===== src/verilog/sched_pkg.sv =====
`default_nettype none

package sched_pkg;

    localparam int REG_ADDR_W = 5;
    localparam int PC_W       = 32;

    typedef enum logic [1:0] {
        U_ALU,
        U_LOAD,
        U_STORE,
        U_CTRL
    } unit_e;

    typedef enum logic [4:0] {
        OP_ADD, OP_SUB, OP_AND, OP_OR, OP_XOR,
        OP_SLL, OP_SRL, OP_SLT, OP_LUI,
        OP_LW, OP_SW,
        OP_BEQ, OP_BNE, OP_JAL, OP_JALR
    } op_e;

    // decoded instruction as it leaves the decode queue
    typedef struct packed {
        logic                  valid;
        unit_e                 unit;
        op_e                   op;
        logic                  use_imm;
        logic [REG_ADDR_W-1:0] rd;
        logic [REG_ADDR_W-1:0] rs1;
        logic [REG_ADDR_W-1:0] rs2;
        logic [PC_W-1:0]       pc;
    } instr_t;

    typedef enum logic [1:0] {
        ST_IDLE,
        ST_NO_TMP,
        ST_HAS_TMP
    } issue_state_e;

    // register usage by instruction class
    function automatic logic writes_rd(instr_t ins);
        return (ins.unit == U_ALU) || (ins.unit == U_LOAD) ||
               ((ins.unit == U_CTRL) && (ins.op inside {OP_JAL, OP_JALR}));
    endfunction

    function automatic logic reads_rs1(instr_t ins);
        return !(ins.op inside {OP_LUI, OP_JAL});
    endfunction

    function automatic logic reads_rs2(instr_t ins);
        return ((ins.unit == U_ALU) && !ins.use_imm) || (ins.unit == U_STORE) ||
               ((ins.unit == U_CTRL) && (ins.op inside {OP_BEQ, OP_BNE}));
    endfunction

endpackage

`default_nettype wire


===== src/verilog/issue_ctrl_if.sv =====
`default_nettype none

interface issue_ctrl_if;

    // capture the second queue head into the buffer
    logic tmp_load;
    // candidates come from (buffer, head) instead of (head, next)
    logic use_tmp;
    logic slot0_en;
    logic slot1_en;

    modport fsm (
        output tmp_load, use_tmp, slot0_en, slot1_en
    );

    modport regs (
        input  tmp_load, use_tmp, slot0_en, slot1_en
    );

endinterface

`default_nettype wire


===== src/verilog/pair_hazard_check.sv =====
`default_nettype none

module pair_hazard_check
    import sched_pkg::*;
(
    input  instr_t i_cand0,
    input  instr_t i_cand1,
    output logic   o_hold
);

    logic both_valid;
    logic mem0;
    logic mem1;
    logic both_mem;
    logic both_ctrl;
    logic structural;

    logic wr0;
    logic raw_rs1;
    logic raw_rs2;
    logic data_dep;

    assign both_valid = i_cand0.valid && i_cand1.valid;

    // one memory port and one branch unit
    assign mem0      = (i_cand0.unit == U_LOAD) || (i_cand0.unit == U_STORE);
    assign mem1      = (i_cand1.unit == U_LOAD) || (i_cand1.unit == U_STORE);
    assign both_mem  = mem0 && mem1;
    assign both_ctrl = (i_cand0.unit == U_CTRL) && (i_cand1.unit == U_CTRL);

    assign structural = both_mem || both_ctrl;

    // second instruction reading what the first one writes
    assign wr0 = writes_rd(i_cand0);

    assign raw_rs1 = wr0 && reads_rs1(i_cand1) && (i_cand0.rd == i_cand1.rs1);
    assign raw_rs2 = wr0 && reads_rs2(i_cand1) && (i_cand0.rd == i_cand1.rs2);

    assign data_dep = raw_rs1 || raw_rs2;

    assign o_hold = both_valid && (structural || data_dep);

endmodule

`default_nettype wire


===== src/verilog/load_use_check.sv =====
`default_nettype none

module load_use_check
    import sched_pkg::*;
#(
    parameter bit STALL_ON_LOAD = 1'b1
) (
    input  instr_t i_cand0,
    input  instr_t i_cand1,
    input  instr_t i_slot0,
    input  instr_t i_slot1,
    input  logic   i_hold,
    output logic   o_stall
);

    // nonzero source of a valid candidate matching a load destination
    function automatic logic uses_reg(instr_t cand, instr_t ld);
        logic hit1;
        logic hit2;
        hit1 = reads_rs1(cand) && (cand.rs1 != '0) && (cand.rs1 == ld.rd);
        hit2 = reads_rs2(cand) && (cand.rs2 != '0) && (cand.rs2 == ld.rd);
        return cand.valid && ld.valid && (ld.unit == U_LOAD) && (hit1 || hit2);
    endfunction

    logic hit_cand0;
    logic hit_cand1;

    assign hit_cand0 = uses_reg(i_cand0, i_slot0) || uses_reg(i_cand0, i_slot1);
    assign hit_cand1 = uses_reg(i_cand1, i_slot0) || uses_reg(i_cand1, i_slot1);

    // a held cand1 waits anyway
    assign o_stall = STALL_ON_LOAD && (hit_cand0 || (hit_cand1 && !i_hold));

endmodule

`default_nettype wire


===== src/verilog/issue_fsm.sv =====
`default_nettype none

module issue_fsm
    import sched_pkg::*;
(
    input  logic              clk,
    input  logic              rstn,
    input  logic              i_ready,
    input  logic              i_hold,
    input  logic              i_stall,
    output logic              o_request,
    issue_ctrl_if.fsm         ctrl
);

    issue_state_e state_q;
    issue_state_e state_d;

    always_ff @(posedge clk or negedge rstn) begin
        if (!rstn) begin
            state_q <= ST_IDLE;
        end else begin
            state_q <= state_d;
        end
    end

    always_comb begin
        state_d       = state_q;
        o_request     = 1'b0;
        ctrl.tmp_load = 1'b0;
        ctrl.use_tmp  = 1'b0;
        ctrl.slot0_en = 1'b0;
        ctrl.slot1_en = 1'b0;

        unique case (state_q)
            ST_IDLE, ST_NO_TMP: begin
                // idle never sees a stall, the slots are still empty
                if (i_ready && !(i_stall && (state_q == ST_NO_TMP))) begin
                    o_request     = 1'b1;
                    ctrl.slot0_en = 1'b1;
                    if (i_hold) begin
                        ctrl.tmp_load = 1'b1;
                        state_d       = ST_HAS_TMP;
                    end else begin
                        ctrl.slot1_en = 1'b1;
                        state_d       = ST_NO_TMP;
                    end
                end
            end
            ST_HAS_TMP: begin
                ctrl.use_tmp = 1'b1;
                if (!i_stall) begin
                    ctrl.slot0_en = 1'b1;
                    if (i_ready && !i_hold) begin
                        // buffer pairs with head, next head refills it
                        ctrl.slot1_en = 1'b1;
                        ctrl.tmp_load = 1'b1;
                        o_request     = 1'b1;
                    end else begin
                        state_d = ST_NO_TMP;
                    end
                end
            end
            default: begin
                state_d = ST_IDLE;
            end
        endcase
    end

endmodule

`default_nettype wire


===== src/verilog/issue_regs.sv =====
`default_nettype none

module issue_regs
    import sched_pkg::*;
(
    input  logic      clk,
    input  logic      rstn,
    input  instr_t    i_dec0,
    input  instr_t    i_dec1,
    issue_ctrl_if.regs ctrl,
    output instr_t    o_cand0,
    output instr_t    o_cand1,
    output instr_t    o_slot0,
    output instr_t    o_slot1
);

    instr_t tmp_q;
    instr_t slot0_d;
    instr_t slot1_d;

    // older instruction always lands in cand0
    assign o_cand0 = ctrl.use_tmp ? tmp_q  : i_dec0;
    assign o_cand1 = ctrl.use_tmp ? i_dec0 : i_dec1;

    always_ff @(posedge clk or negedge rstn) begin
        if (!rstn) begin
            tmp_q <= '0;
        end else if (ctrl.tmp_load) begin
            tmp_q <= i_dec1;
        end
    end

    always_comb begin
        slot0_d       = o_cand0;
        slot0_d.valid = o_cand0.valid && ctrl.slot0_en;
        slot1_d       = o_cand1;
        slot1_d.valid = o_cand1.valid && ctrl.slot1_en;
    end

    // slots refresh every cycle, nothing waits downstream
    always_ff @(posedge clk or negedge rstn) begin
        if (!rstn) begin
            o_slot0 <= '0;
            o_slot1 <= '0;
        end else begin
            o_slot0 <= slot0_d;
            o_slot1 <= slot1_d;
        end
    end

endmodule

`default_nettype wire


===== src/verilog/dual_issue_sched.sv =====
`default_nettype none

module dual_issue_sched
    import sched_pkg::*;
#(
    parameter bit STALL_ON_LOAD = 1'b1
) (
    input  logic   clk,
    input  logic   rstn,
    input  logic   i_ready,
    input  instr_t i_dec0,
    input  instr_t i_dec1,
    output logic   o_request,
    output instr_t o_iss0,
    output instr_t o_iss1
);

    instr_t cand0;
    instr_t cand1;
    logic   hold;
    logic   stall;

    issue_ctrl_if u_ctrl_if ();

    issue_regs u_issue_regs (
        .clk     (clk),
        .rstn    (rstn),
        .i_dec0  (i_dec0),
        .i_dec1  (i_dec1),
        .ctrl    (u_ctrl_if.regs),
        .o_cand0 (cand0),
        .o_cand1 (cand1),
        .o_slot0 (o_iss0),
        .o_slot1 (o_iss1)
    );

    pair_hazard_check u_pair_hazard_check (
        .i_cand0 (cand0),
        .i_cand1 (cand1),
        .o_hold  (hold)
    );

    // slots hold what issued last cycle
    load_use_check #(
        .STALL_ON_LOAD (STALL_ON_LOAD)
    ) u_load_use_check (
        .i_cand0 (cand0),
        .i_cand1 (cand1),
        .i_slot0 (o_iss0),
        .i_slot1 (o_iss1),
        .i_hold  (hold),
        .o_stall (stall)
    );

    issue_fsm u_issue_fsm (
        .clk       (clk),
        .rstn      (rstn),
        .i_ready   (i_ready),
        .i_hold    (hold),
        .i_stall   (stall),
        .o_request (o_request),
        .ctrl      (u_ctrl_if.fsm)
    );

endmodule

`default_nettype wire


===== config.mk =====
export PLATFORM = sky130hd
export DESIGN_NAME = dual_issue_sched
export DESIGN_NICKNAME = d
export VERILOG_FILES = /design/src/verilog/sched_pkg.sv /design/src/verilog/issue_ctrl_if.sv /design/src/verilog/pair_hazard_check.sv /design/src/verilog/load_use_check.sv /design/src/verilog/issue_fsm.sv /design/src/verilog/issue_regs.sv /design/src/verilog/dual_issue_sched.sv
export SDC_FILE = /design/constraint.sdc
export NUM_CORES = 1
export LEC_CHECK = 0
export BUFFER_PORTS_ARGS = -buffer_cell sky130_fd_sc_hd__buf_2
export CORE_ASPECT_RATIO = 1.1
export CORE_MARGIN = 2
export CORE_UTILIZATION = 53
export CTS_CLUSTER_SIZE = 24
export DETAILED_ROUTE_END_ITERATION = 12
export PLACE_DENSITY = 0.84
export RECOVER_POWER = 25
export SLEW_MARGIN = 15
export SYNTH_ARGS = -nofsm -noshare
export SYNTH_HDL_FRONTEND = slang
export SYNTH_HIERARCHICAL = 1
export SYNTH_SLANG_ARGS = --single-unit

===== constraint.sdc =====
create_clock -name clk -period 5.1 [get_ports clk]
set_input_delay 0.765 -clock clk [delete_from_list [all_inputs] [get_ports clk]]
set_output_delay 0.765 -clock clk [all_outputs]
set_load 0.05 [all_outputs]

## Word level (Yosys, flattened, before mapping)

Index checks and enable logic that the tools add are counted.

- Equality and inequality tests: 32
- Mux-type cells: 20
- Reduce and logical (&&, ||, !) cells: 81

Operator list:

| cell | count |
|---|---|
| $mux W56 | 2 |
| $eq A5 B5 Y1 | 10 |
| $eq A5 B4 Y1 const B | 9 |
| $logic_and A1 B1 Y1 | 43 |
| $reduce_bool A5 Y1 | 4 |
| $logic_or A1 B1 Y1 | 18 |
| $eq A2 B1 Y1 const B | 5 |
| $eq A2 B2 Y1 const B | 5 |
| $reduce_bool A2 Y1 | 5 |
| $mux W1 | 9 |
| $mux W2 | 4 |
| $pmux W1 S2 | 4 |
| $logic_not A1 Y1 | 6 |
| $logic_not A2 Y1 | 3 |
| $ne A2 B2 Y1 const B | 2 |
| $pmux W2 S2 | 1 |
| $reduce_and A3 Y1 | 1 |
| $ne A2 B1 Y1 const B | 1 |
| $reduce_or A2 Y1 | 1 |

- Flip-flop bits (word level): 170
- Bits of input ports: 115
- Word-level logic and storage cells: 158

## Longest topological paths before layout

Gate-level depths: netlist of run 1.

- Depth in word-level cells: 21
- Gate-level depth with buffers: 23

## By module

Netlist of run 1, hierarchy kept.

By module, submodules not included:

| module | instances | cells an instance | area each (sq um) | sequential area each (sq um) |
|---|---|---|---|---|
| issue_regs | 1 | 466 | 7120.6 | 4204.0 |
| load_use_check | 1 | 95 | 671.9 | 0.0 |
| pair_hazard_check | 1 | 39 | 321.6 | 0.0 |
| issue_fsm | 1 | 27 | 192.7 | 50.0 |

## Least setup slack after synthesis of run 1

Ideal clock, no wire load.

- Path kind: reg2out
- Start: register u_issue_fsm.state_q[1]
- End: output o_request
- Arrival: 3.813 ns
- Required time: 4.335 ns
- Path slack: 0.522 ns
- Stages on the path, launching flop included: 18
- Buffers on the path: 4
- Cell sequence: dfrtp_1 buf_4 nor2b_1 buf_6 buf_6 mux2_2 buf_4 xor2_1 or4b_4 a41oi_2 a21oi_1 nor2b_1 nand2_1 nor4_1 o221ai_1 nand4_1 a21oi_1 o21a_1

RTL lines:

| what | line | text |
|---|---|---|
| from (decl) | issue_fsm.sv:15 | `issue_state_e state_q;` |
| from (signal assigned) | issue_fsm.sv:22 | `state_q <= state_d;` |
| to (decl) | dual_issue_sched.sv:13 | `output logic o_request,` |

==> results of run 1 <==
stage by stage:
step | hold slack [ps] | utilization | instance area, um^2
2_1_floorplan | 469.4 | - | 7789
3_3_place_gp | 483.2 | 0.6086 | 8757
3_5_place_dp | 492.0 | 0.6086 | 8757
4_1_cts | 508.3 | 0.6543 | 9415
5_1_grt | 516.8 | 0.6548 | 9422
6_report | 503.7 | 0.6548 | 9422
sequential cells by signal (all words and copies together), names as in the netlist:
signal                flops
u_issue_fsm/state_q       2
u_issue_regs/tmp_q       56
u_issue_regs/o_slot1     56
u_issue_regs/o_slot0     56
area by class of cell:
class / instances / area share
clock inverter: 15 / 0.02019
sequential: 170 / 0.4517
tap: 192 / 0.02550
clock buffer: 17 / 0.04515
multi-input combinational: 322 / 0.3215
inverter: 4 / 0.001594
timing repair buffer: 241 / 0.1344
layer usage:
| layer | vias up | wire [um] | share of wire | track usage |
|---|---|---|---|---|
| met2 | 221 | 9191 | 0.50 | 0.4057 |
| met3 | 36 | 1355 | 0.074 | 0.06988 |
| met4 | 0 | 432 | 0.024 | 0.08954 |
| met5 | - | 0 | 0 | 0 |
| li1 | 2317 | - | - | - |
| met1 | 2589 | 7322 | 0.40 | 0.2916 |
layout by cell type (no fill, tap or decap), types with 3 or more instances in the layout:
master,count
buf_2,226
nand2b_1,3
nor4_1,8
inv_1,4
clkbuf_16,17
nor3_1,5
and3b_1,4
xor2_1,27
nor2b_1,4
a21oi_1,7
nor2_1,10
clkinvlp_4,3
ha_1,6
buf_4,12
clkinv_4,3
xnor2_1,27
mux2_2,168
bufinv_16,3
nand2_1,11
nand3_1,8
nand3b_1,4
inv_6,4
o21ai_0,5
dfrtp_1,169
worst reg2reg max path, stage by stage (launching register included):
cell and delay (ps):
dfrtp_1 480, nor2b_4 220, buf_4 170, buf_12 210
mux2_2 440, xor2_1 180, nor3_1 260, a41oi_2 150
a21oi_1 210, nor2b_1 90, nand2_1 110, nor4_1 70
o221ai_1 170, nand4_1 110, buf_4 190, nor3_2 150
nand2_1 120, a21boi_4 160, buf_4 390, mux2_2 410
final timing paths:
path	from	endpoint	slack [ps]	depth (start not counted)
hold / removal	u_issue_regs/tmp_q[8]$_DFFE_PN0P_	u_issue_regs/tmp_q[8]$_DFFE_PN0P_	500	1
hold reg to reg	u_issue_regs/tmp_q[8]$_DFFE_PN0P_	u_issue_regs/tmp_q[8]$_DFFE_PN0P_	500	1
min in group asynchronous	rstn	u_issue_regs/tmp_q[29]$_DFFE_PN0P_	1250	1
max in group asynchronous	rstn	u_issue_fsm/state_q[1]$_DFFE_PN0P_	1900	1
setup / recovery	u_issue_fsm/state_q[0]$_DFFE_PN0P_	o_request	160	16
setup reg to reg	u_issue_fsm/state_q[0]$_DFFE_PN0P_	u_issue_regs/tmp_q[24]$_DFFE_PN0P_	690	19
power by group:
group / total (mW) / internal, mW / switching (mW)
registers: 1.75 / 1.61 / 0.137
logic: 0.735 / 0.317 / 0.417
clock network: 1.34 / 0.781 / 0.558
timing repair:
action,4_1_cts,5_1_grt
buffers inserted,4,1
hold buffers,0,0
pin swaps,0,1
setup endpoints to repair,1,1
resized for setup,0,2
==> key figures, run 1 <==
Outcome
  • Status: complete, but fails checks
  • Violated checks: capacitance limit, slew limit

Clock tree
  • CTS tree: built
  • Clock buffer depth: 2
  • Skew-Pair Late Insertion Delay: approximately 430 ps
  • TritonCTS Buffers: 17
  • Sink Count: between 150 and 200
  • Reg clk slew, reported paths: around 70 ps
  • H-tree level count: 4
  • Clock root cell: clkbuf_16

Logic synthesis
  • Syn Inst Count: 558
  • Syn Std Cell Area: 7789 um^2
  • Mean area per synthesized cell: between 10 and 15 um^2
  • YS warnings: 6
  • Net Count, Synth: about 680

STA
  • Fin crit period: around 4900 ps
  • Final Cycle Share: 0.9684
  • Final worst setup slack: 161.2 ps
  • Slew @ Worst Pin: 2945 ps
  • Unrepaired setup endpoints after global routing: no
  • Final Hold Viols: 0
  • Fmax: between 200 and 250 MHz
  • Total Neg Setup Slack: 0 ps
  • Max_slew headroom: -0.9631
  • Final setup violation count: 0
  • Clock skew: 7.428 ps
  • Max-slew violations: 123

Setup path
  • Worst-path maximum fanout: 7
  • Cells along the critical path: nor2b_4, buf_12, mux2_2, xor2_1, or4b_4, a41oi_2, a21oi_1, nor2b_1, nand2_1, nor4_1, o221ai_1, nand4_1, buf_4, a21oi_2, o21a_1, buf_2
  • Max stage delay on crit path: roughly 490 ps
  • Critical path arrival: between 4000 and 5000 ps
  • Worst path slowest cell: or4b_4
  • Crit path max-delay family: simple AND/OR/NAND/NOR gates
  • Setup Crit Path Kind: reg2out
  • CP endpoint kind: output port
  • Worst setup SP type: flop
  • CP Data Required Time: between 4000 and 5000 ps
  • WP buf/inv: 3

Final layout
  • P&R area growth vs syn: 20.96%
  • Register Area: around 4300 um^2
  • Share of cells above drive strength 1: 0.5826
  • # fillers: about 1100
  • Layout Cells excl Fill: between 900 and 1000
  • Nets@finish: approximately 900
  • # diodes: 0
  • Footprint of the multi-input gates: 3029 um^2

Drt
  • DR pass1 iterations: 5
  • Initial DRC Count: between 300 and 400
  • Post-DRT Antenna Nets: 0
  • Vias per cell: around 5.4
  • Routed WL per cell: 19.04 um
  • Drc violations: 0
  • WL final: between 15000 and 20000 um
  • Routed vias: 5163

Floorplan
  • Ports: roughly 230
  • Chip height: between 100 and 150 um
  • Core box area: approximately 14000 um^2
  • Initial Util: 0.5413
  • Cell Rows: 46
  • Die area: roughly 16000 um^2
  • Chip Width: ~120 um

Worst hold path
  • Hold Crit Class: reg2reg

Power
  • Pwr Total: approximately 3.8 mW
  • VDD IR max: a little over 0.0002 V
  • Pwr Density: 406.0 nW/um^2
  • Cell leakage power: around 4.3 nW

Placement
  • Hpwl dp: about 13000 um
  • DP Cell Count: 924
  • IO Port Bufs: about 230
  • Placer Congestion: roughly 0.94
  • Pre-CTS WS: ~430 ps

Global route
  • Largest net degree at the start of global routing: 123
  • Grt ovf: 0
  • Gr usage total: 0.2404
  • Initial antenna violation count: 0
  • First-pass GRT wire length: 29190 um
  • Vias in the first global route: ~5700

Flow run
  • MaxCap Viol Count: 1
Note: power is estimated with default switching activity, not from simulation.
==> run 2: changes to the inputs <==
--- a/config.mk
+++ b/config.mk
@@ -5,10 +5,11 @@
 export SDC_FILE = /design/constraint.sdc
 export NUM_CORES = 1
 export LEC_CHECK = 0
-export BUFFER_PORTS_ARGS = -buffer_cell sky130_fd_sc_hd__buf_2
+export BUFFER_PORTS_ARGS = -buffer_cell sky130_fd_sc_hd__clkbuf_2
 export CORE_ASPECT_RATIO = 1.1
 export CORE_MARGIN = 2
 export CORE_UTILIZATION = 53
+export CTS_BUF_LIST = sky130_fd_sc_hd__clkbuf_8 sky130_fd_sc_hd__clkbuf_16
 export CTS_CLUSTER_SIZE = 24
 export DETAILED_ROUTE_END_ITERATION = 12
 export PLACE_DENSITY = 0.84
==> run 2 against run 1 <==
  * The run still ends with capacitance limit, slew limit left
  * Combinational power down 0.8%
  * Sequential share of layout area fell by 0.17 points
  * Wire length down 1.2%
  * Core utilization grew 0.26 points
  * Worst setup slack better by 47 ps
  * Count of clock-buffer cells in the layout up 4
==> key figures, run 2 (synthesis results as in run 1) <==
Outcome
  • Status: complete, but fails checks
  • Violated checks: capacitance limit, slew limit

Drt
  • DR pass1 iterations: 5 (unchanged)
  • Vias per cell: 5.329 (-0.81%)
  • Routed WL per cell: 18.78 um (-1.4%)
  • Initial DRC Count: 299 (-16%)
  • Post-DRT Antenna Nets: 0 (unchanged)
  • WL final: 18090 um (-1.2%)
  • Routed vias: 5132 (-0.60%)
  • Drc violations: 0 (unchanged)

STA
  • Final Cycle Share: 0.9592 (-0.009191)
  • Clock skew: 7.345 ps (-0.08271 ps)
  • Fmax: 204.4 MHz (+0.96%)
  • Fin crit period: 4892 ps (-46.88 ps)
  • Final Hold Viols: 0 (unchanged)
  • Max_slew headroom: -1.153 (-0.1894)
  • Max-slew violations: 63 (-49%)
  • Slew @ Worst Pin: 3229 ps (+284.1 ps)
  • Final setup violation count: 0 (unchanged)

Placement
  • Placer Congestion: 0.9071 (-3.9%)
  • Hpwl dp: 13170 um (-0.85%)
  • IO Port Bufs: 227 (unchanged)
  • DP Cell Count: 924 (unchanged)

Global route
  • First-pass GRT wire length: 29080 um (-0.38%)
  • Initial antenna violation count: 0 (unchanged)
  • Gr usage total: 0.2382 (-0.002208)
  • Largest net degree at the start of global routing: 67 (-46%)
  • Grt ovf: 0 (unchanged)
  • Vias in the first global route: 5548 (-1.8%)

Setup path
  • R2R depth: 20 (+1)
  • FF-to-FF setup slack: 510 ps (-180 ps)
  • CP Data Required Time: 4340 ps (about the same)
  • Setup Crit Path Kind: reg2out
  • Worst setup SP type: flop
  • CP endpoint kind: output port
  • Critical path arrival: 4130 ps (-40 ps)
  • RR Startpoint: u_issue_fsm/state_q[1]$_DFFE_PN0P_
  • Worst-path maximum fanout: 9 (+2)
  • R2r endpoint: u_issue_regs/tmp_q[33]$_DFFE_PN0P_

Final layout
  • Finished Core Util: 0.6574 (+0.002608)
  • Top Registers: u_issue_regs/o_slot0: 56 flops, u_issue_regs/o_slot1: 56 flops, u_issue_regs/tmp_q: 56 flops
  • Share of cells above drive strength 1: 0.5694 (-0.01318)
  • Nets@finish: 879 (+0.23%)
  • Layout Cells excl Fill: 963 (+0.21%)
  • Commonest non-fill, non-tap cell in the layout: clkbuf_2
  • P&R area growth vs syn: 21.45%
  • # diodes: 0 (unchanged)
  • Commonest cells after routing, fill and taps aside: 226 x clkbuf_2, 168 x dfrtp_1, 158 x mux2_2

Floorplan
  • Chip height: 131.1 um (unchanged)
  • Initial Util: 0.5413 (unchanged)
  • Core box area: 14390 um^2 (unchanged)
  • Ports: 228 (unchanged)
  • Die area: 15680 um^2 (unchanged)
  • Cell Rows: 46 (unchanged)
  • Chip Width: 119.6 um (unchanged)

Clock tree
  • Clock root cell: clkbuf_16
  • # hold bufs at CTS: 0 (unchanged)
  • TritonCTS Buffers: 17 (unchanged)
  • H-tree level count: 4 (unchanged)
  • CTS tree: built
  • Clock buffer depth: 2 (unchanged)
  • Sink Count: 170 (unchanged)
  • Skew-Pair Late Insertion Delay: 420 ps (about the same)
  • Reg clk slew, reported paths: 60 ps (about the same)

Worst hold path
  • Hold path endpoint: u_issue_regs/o_slot0[9]$_DFF_PN0_
  • HP Start: u_issue_regs/tmp_q[9]$_DFFE_PN0P_
  • Hold Crit Class: reg2reg
  • Hold Crit Depth: 1 (unchanged)

Flow run
  • MaxCap Viol Count: 1 (unchanged)

Power
  • Cell leakage power: 4.398 nW (+1.9%)
  • Pwr Density: 409.1 nW/um^2 (+0.77%)
  • VDD IR max: 0.0001797 V (-11%)
## run 2: changes by cell type in the layout (fill, tap and decap cells not counted), moves of 4 or more
cell / change
buf_2: -226
inv_6: -4
mux2_1: +10
clkbuf_8: +4
clkbuf_2: +225
mux2_2: -10
## run 2: where the power goes
group	switching (mW)	leakage, nW	total [mW]	internal, mW
Clock	0.516	0.320	1.39	0.871
Sequential	0.138	2.02	1.75	1.62
Combinational	0.415	2.06	0.729	0.315
Total	1.07	4.40	3.87	2.80
## run 2: final cells by class
cell class	count	area [um^2]
multi-input combinational	322	3032
tap	192	240.2
fill	1098	4930
clock inverter	11	167.7
clock buffer	21	480.5
sequential	170	4257
timing repair buffer	243	1267
inverter	4	15.01
## run 2: through the flow
step                      hold WS (ps)  power (mW)  instance area [um^2]  setup TNS (ps)  setup slack (ps)
after floorplan                  469.4       2.284                  7789               0             521.9
after global placement           483.6       2.451                  8757               0             598.4
after detailed placement         489.6       2.499                  8757               0             433.8
after CTS                        327.2       3.905                  9443               0             124.6
after global routing             517.0       4.052                  9459          -12.08            -12.08
final                            502.9       3.870                  9459               0             208.1
## run 2: worst max path at each step
stage,startpoint,end,slack [ps],depth (start not counted)
after floorplan,u_issue_fsm/state_q[1]$_DFFE_PN0P_,o_request,520,17
after global placement,u_issue_fsm/state_q[1]$_DFFE_PN0P_,o_request,600,16
after detailed placement,u_issue_fsm/state_q[1]$_DFFE_PN0P_,u_issue_regs/tmp_q[33]$_DFFE_PN0P_,430,17
after CTS,u_issue_fsm/state_q[1]$_DFFE_PN0P_,o_request,120,15
after global routing,u_issue_fsm/state_q[1]$_DFFE_PN0P_,o_request,-10,17
final,u_issue_fsm/state_q[1]$_DFFE_PN0P_,o_request,210,17
## run 2: metal layers
metal  vias up  GRT usage  wire length (um)
li1       2314          -                 -
met2       226     0.3851              8847
met3        35    0.05425              1245
met4         0     0.1020               469
met1      2557     0.3084              7525
met5         -          0                 0
## run 2: what timing repair did
action | in CTS | in global routing
resized for setup | 0 | 5
setup endpoints to repair | 1 | 1
buffers inserted | 5 | 2
pin swaps | 0 | 1
## run 2: worst max-delay path: stages (launching register included)
cell      delay (ps)
dfrtp_2          460
nor2b_4          150
buf_4            140
buf_4            150
mux2_1           430
inv_1            110
ha_1             240
a22o_1           240
o211ai_1         180
a21oi_1           80
nor2b_1          170
nand2_1          100
nor4_1           310
o221ai_1         160
nand4_1          240
a21oi_1          130
o21a_1           190
clkbuf_4         210
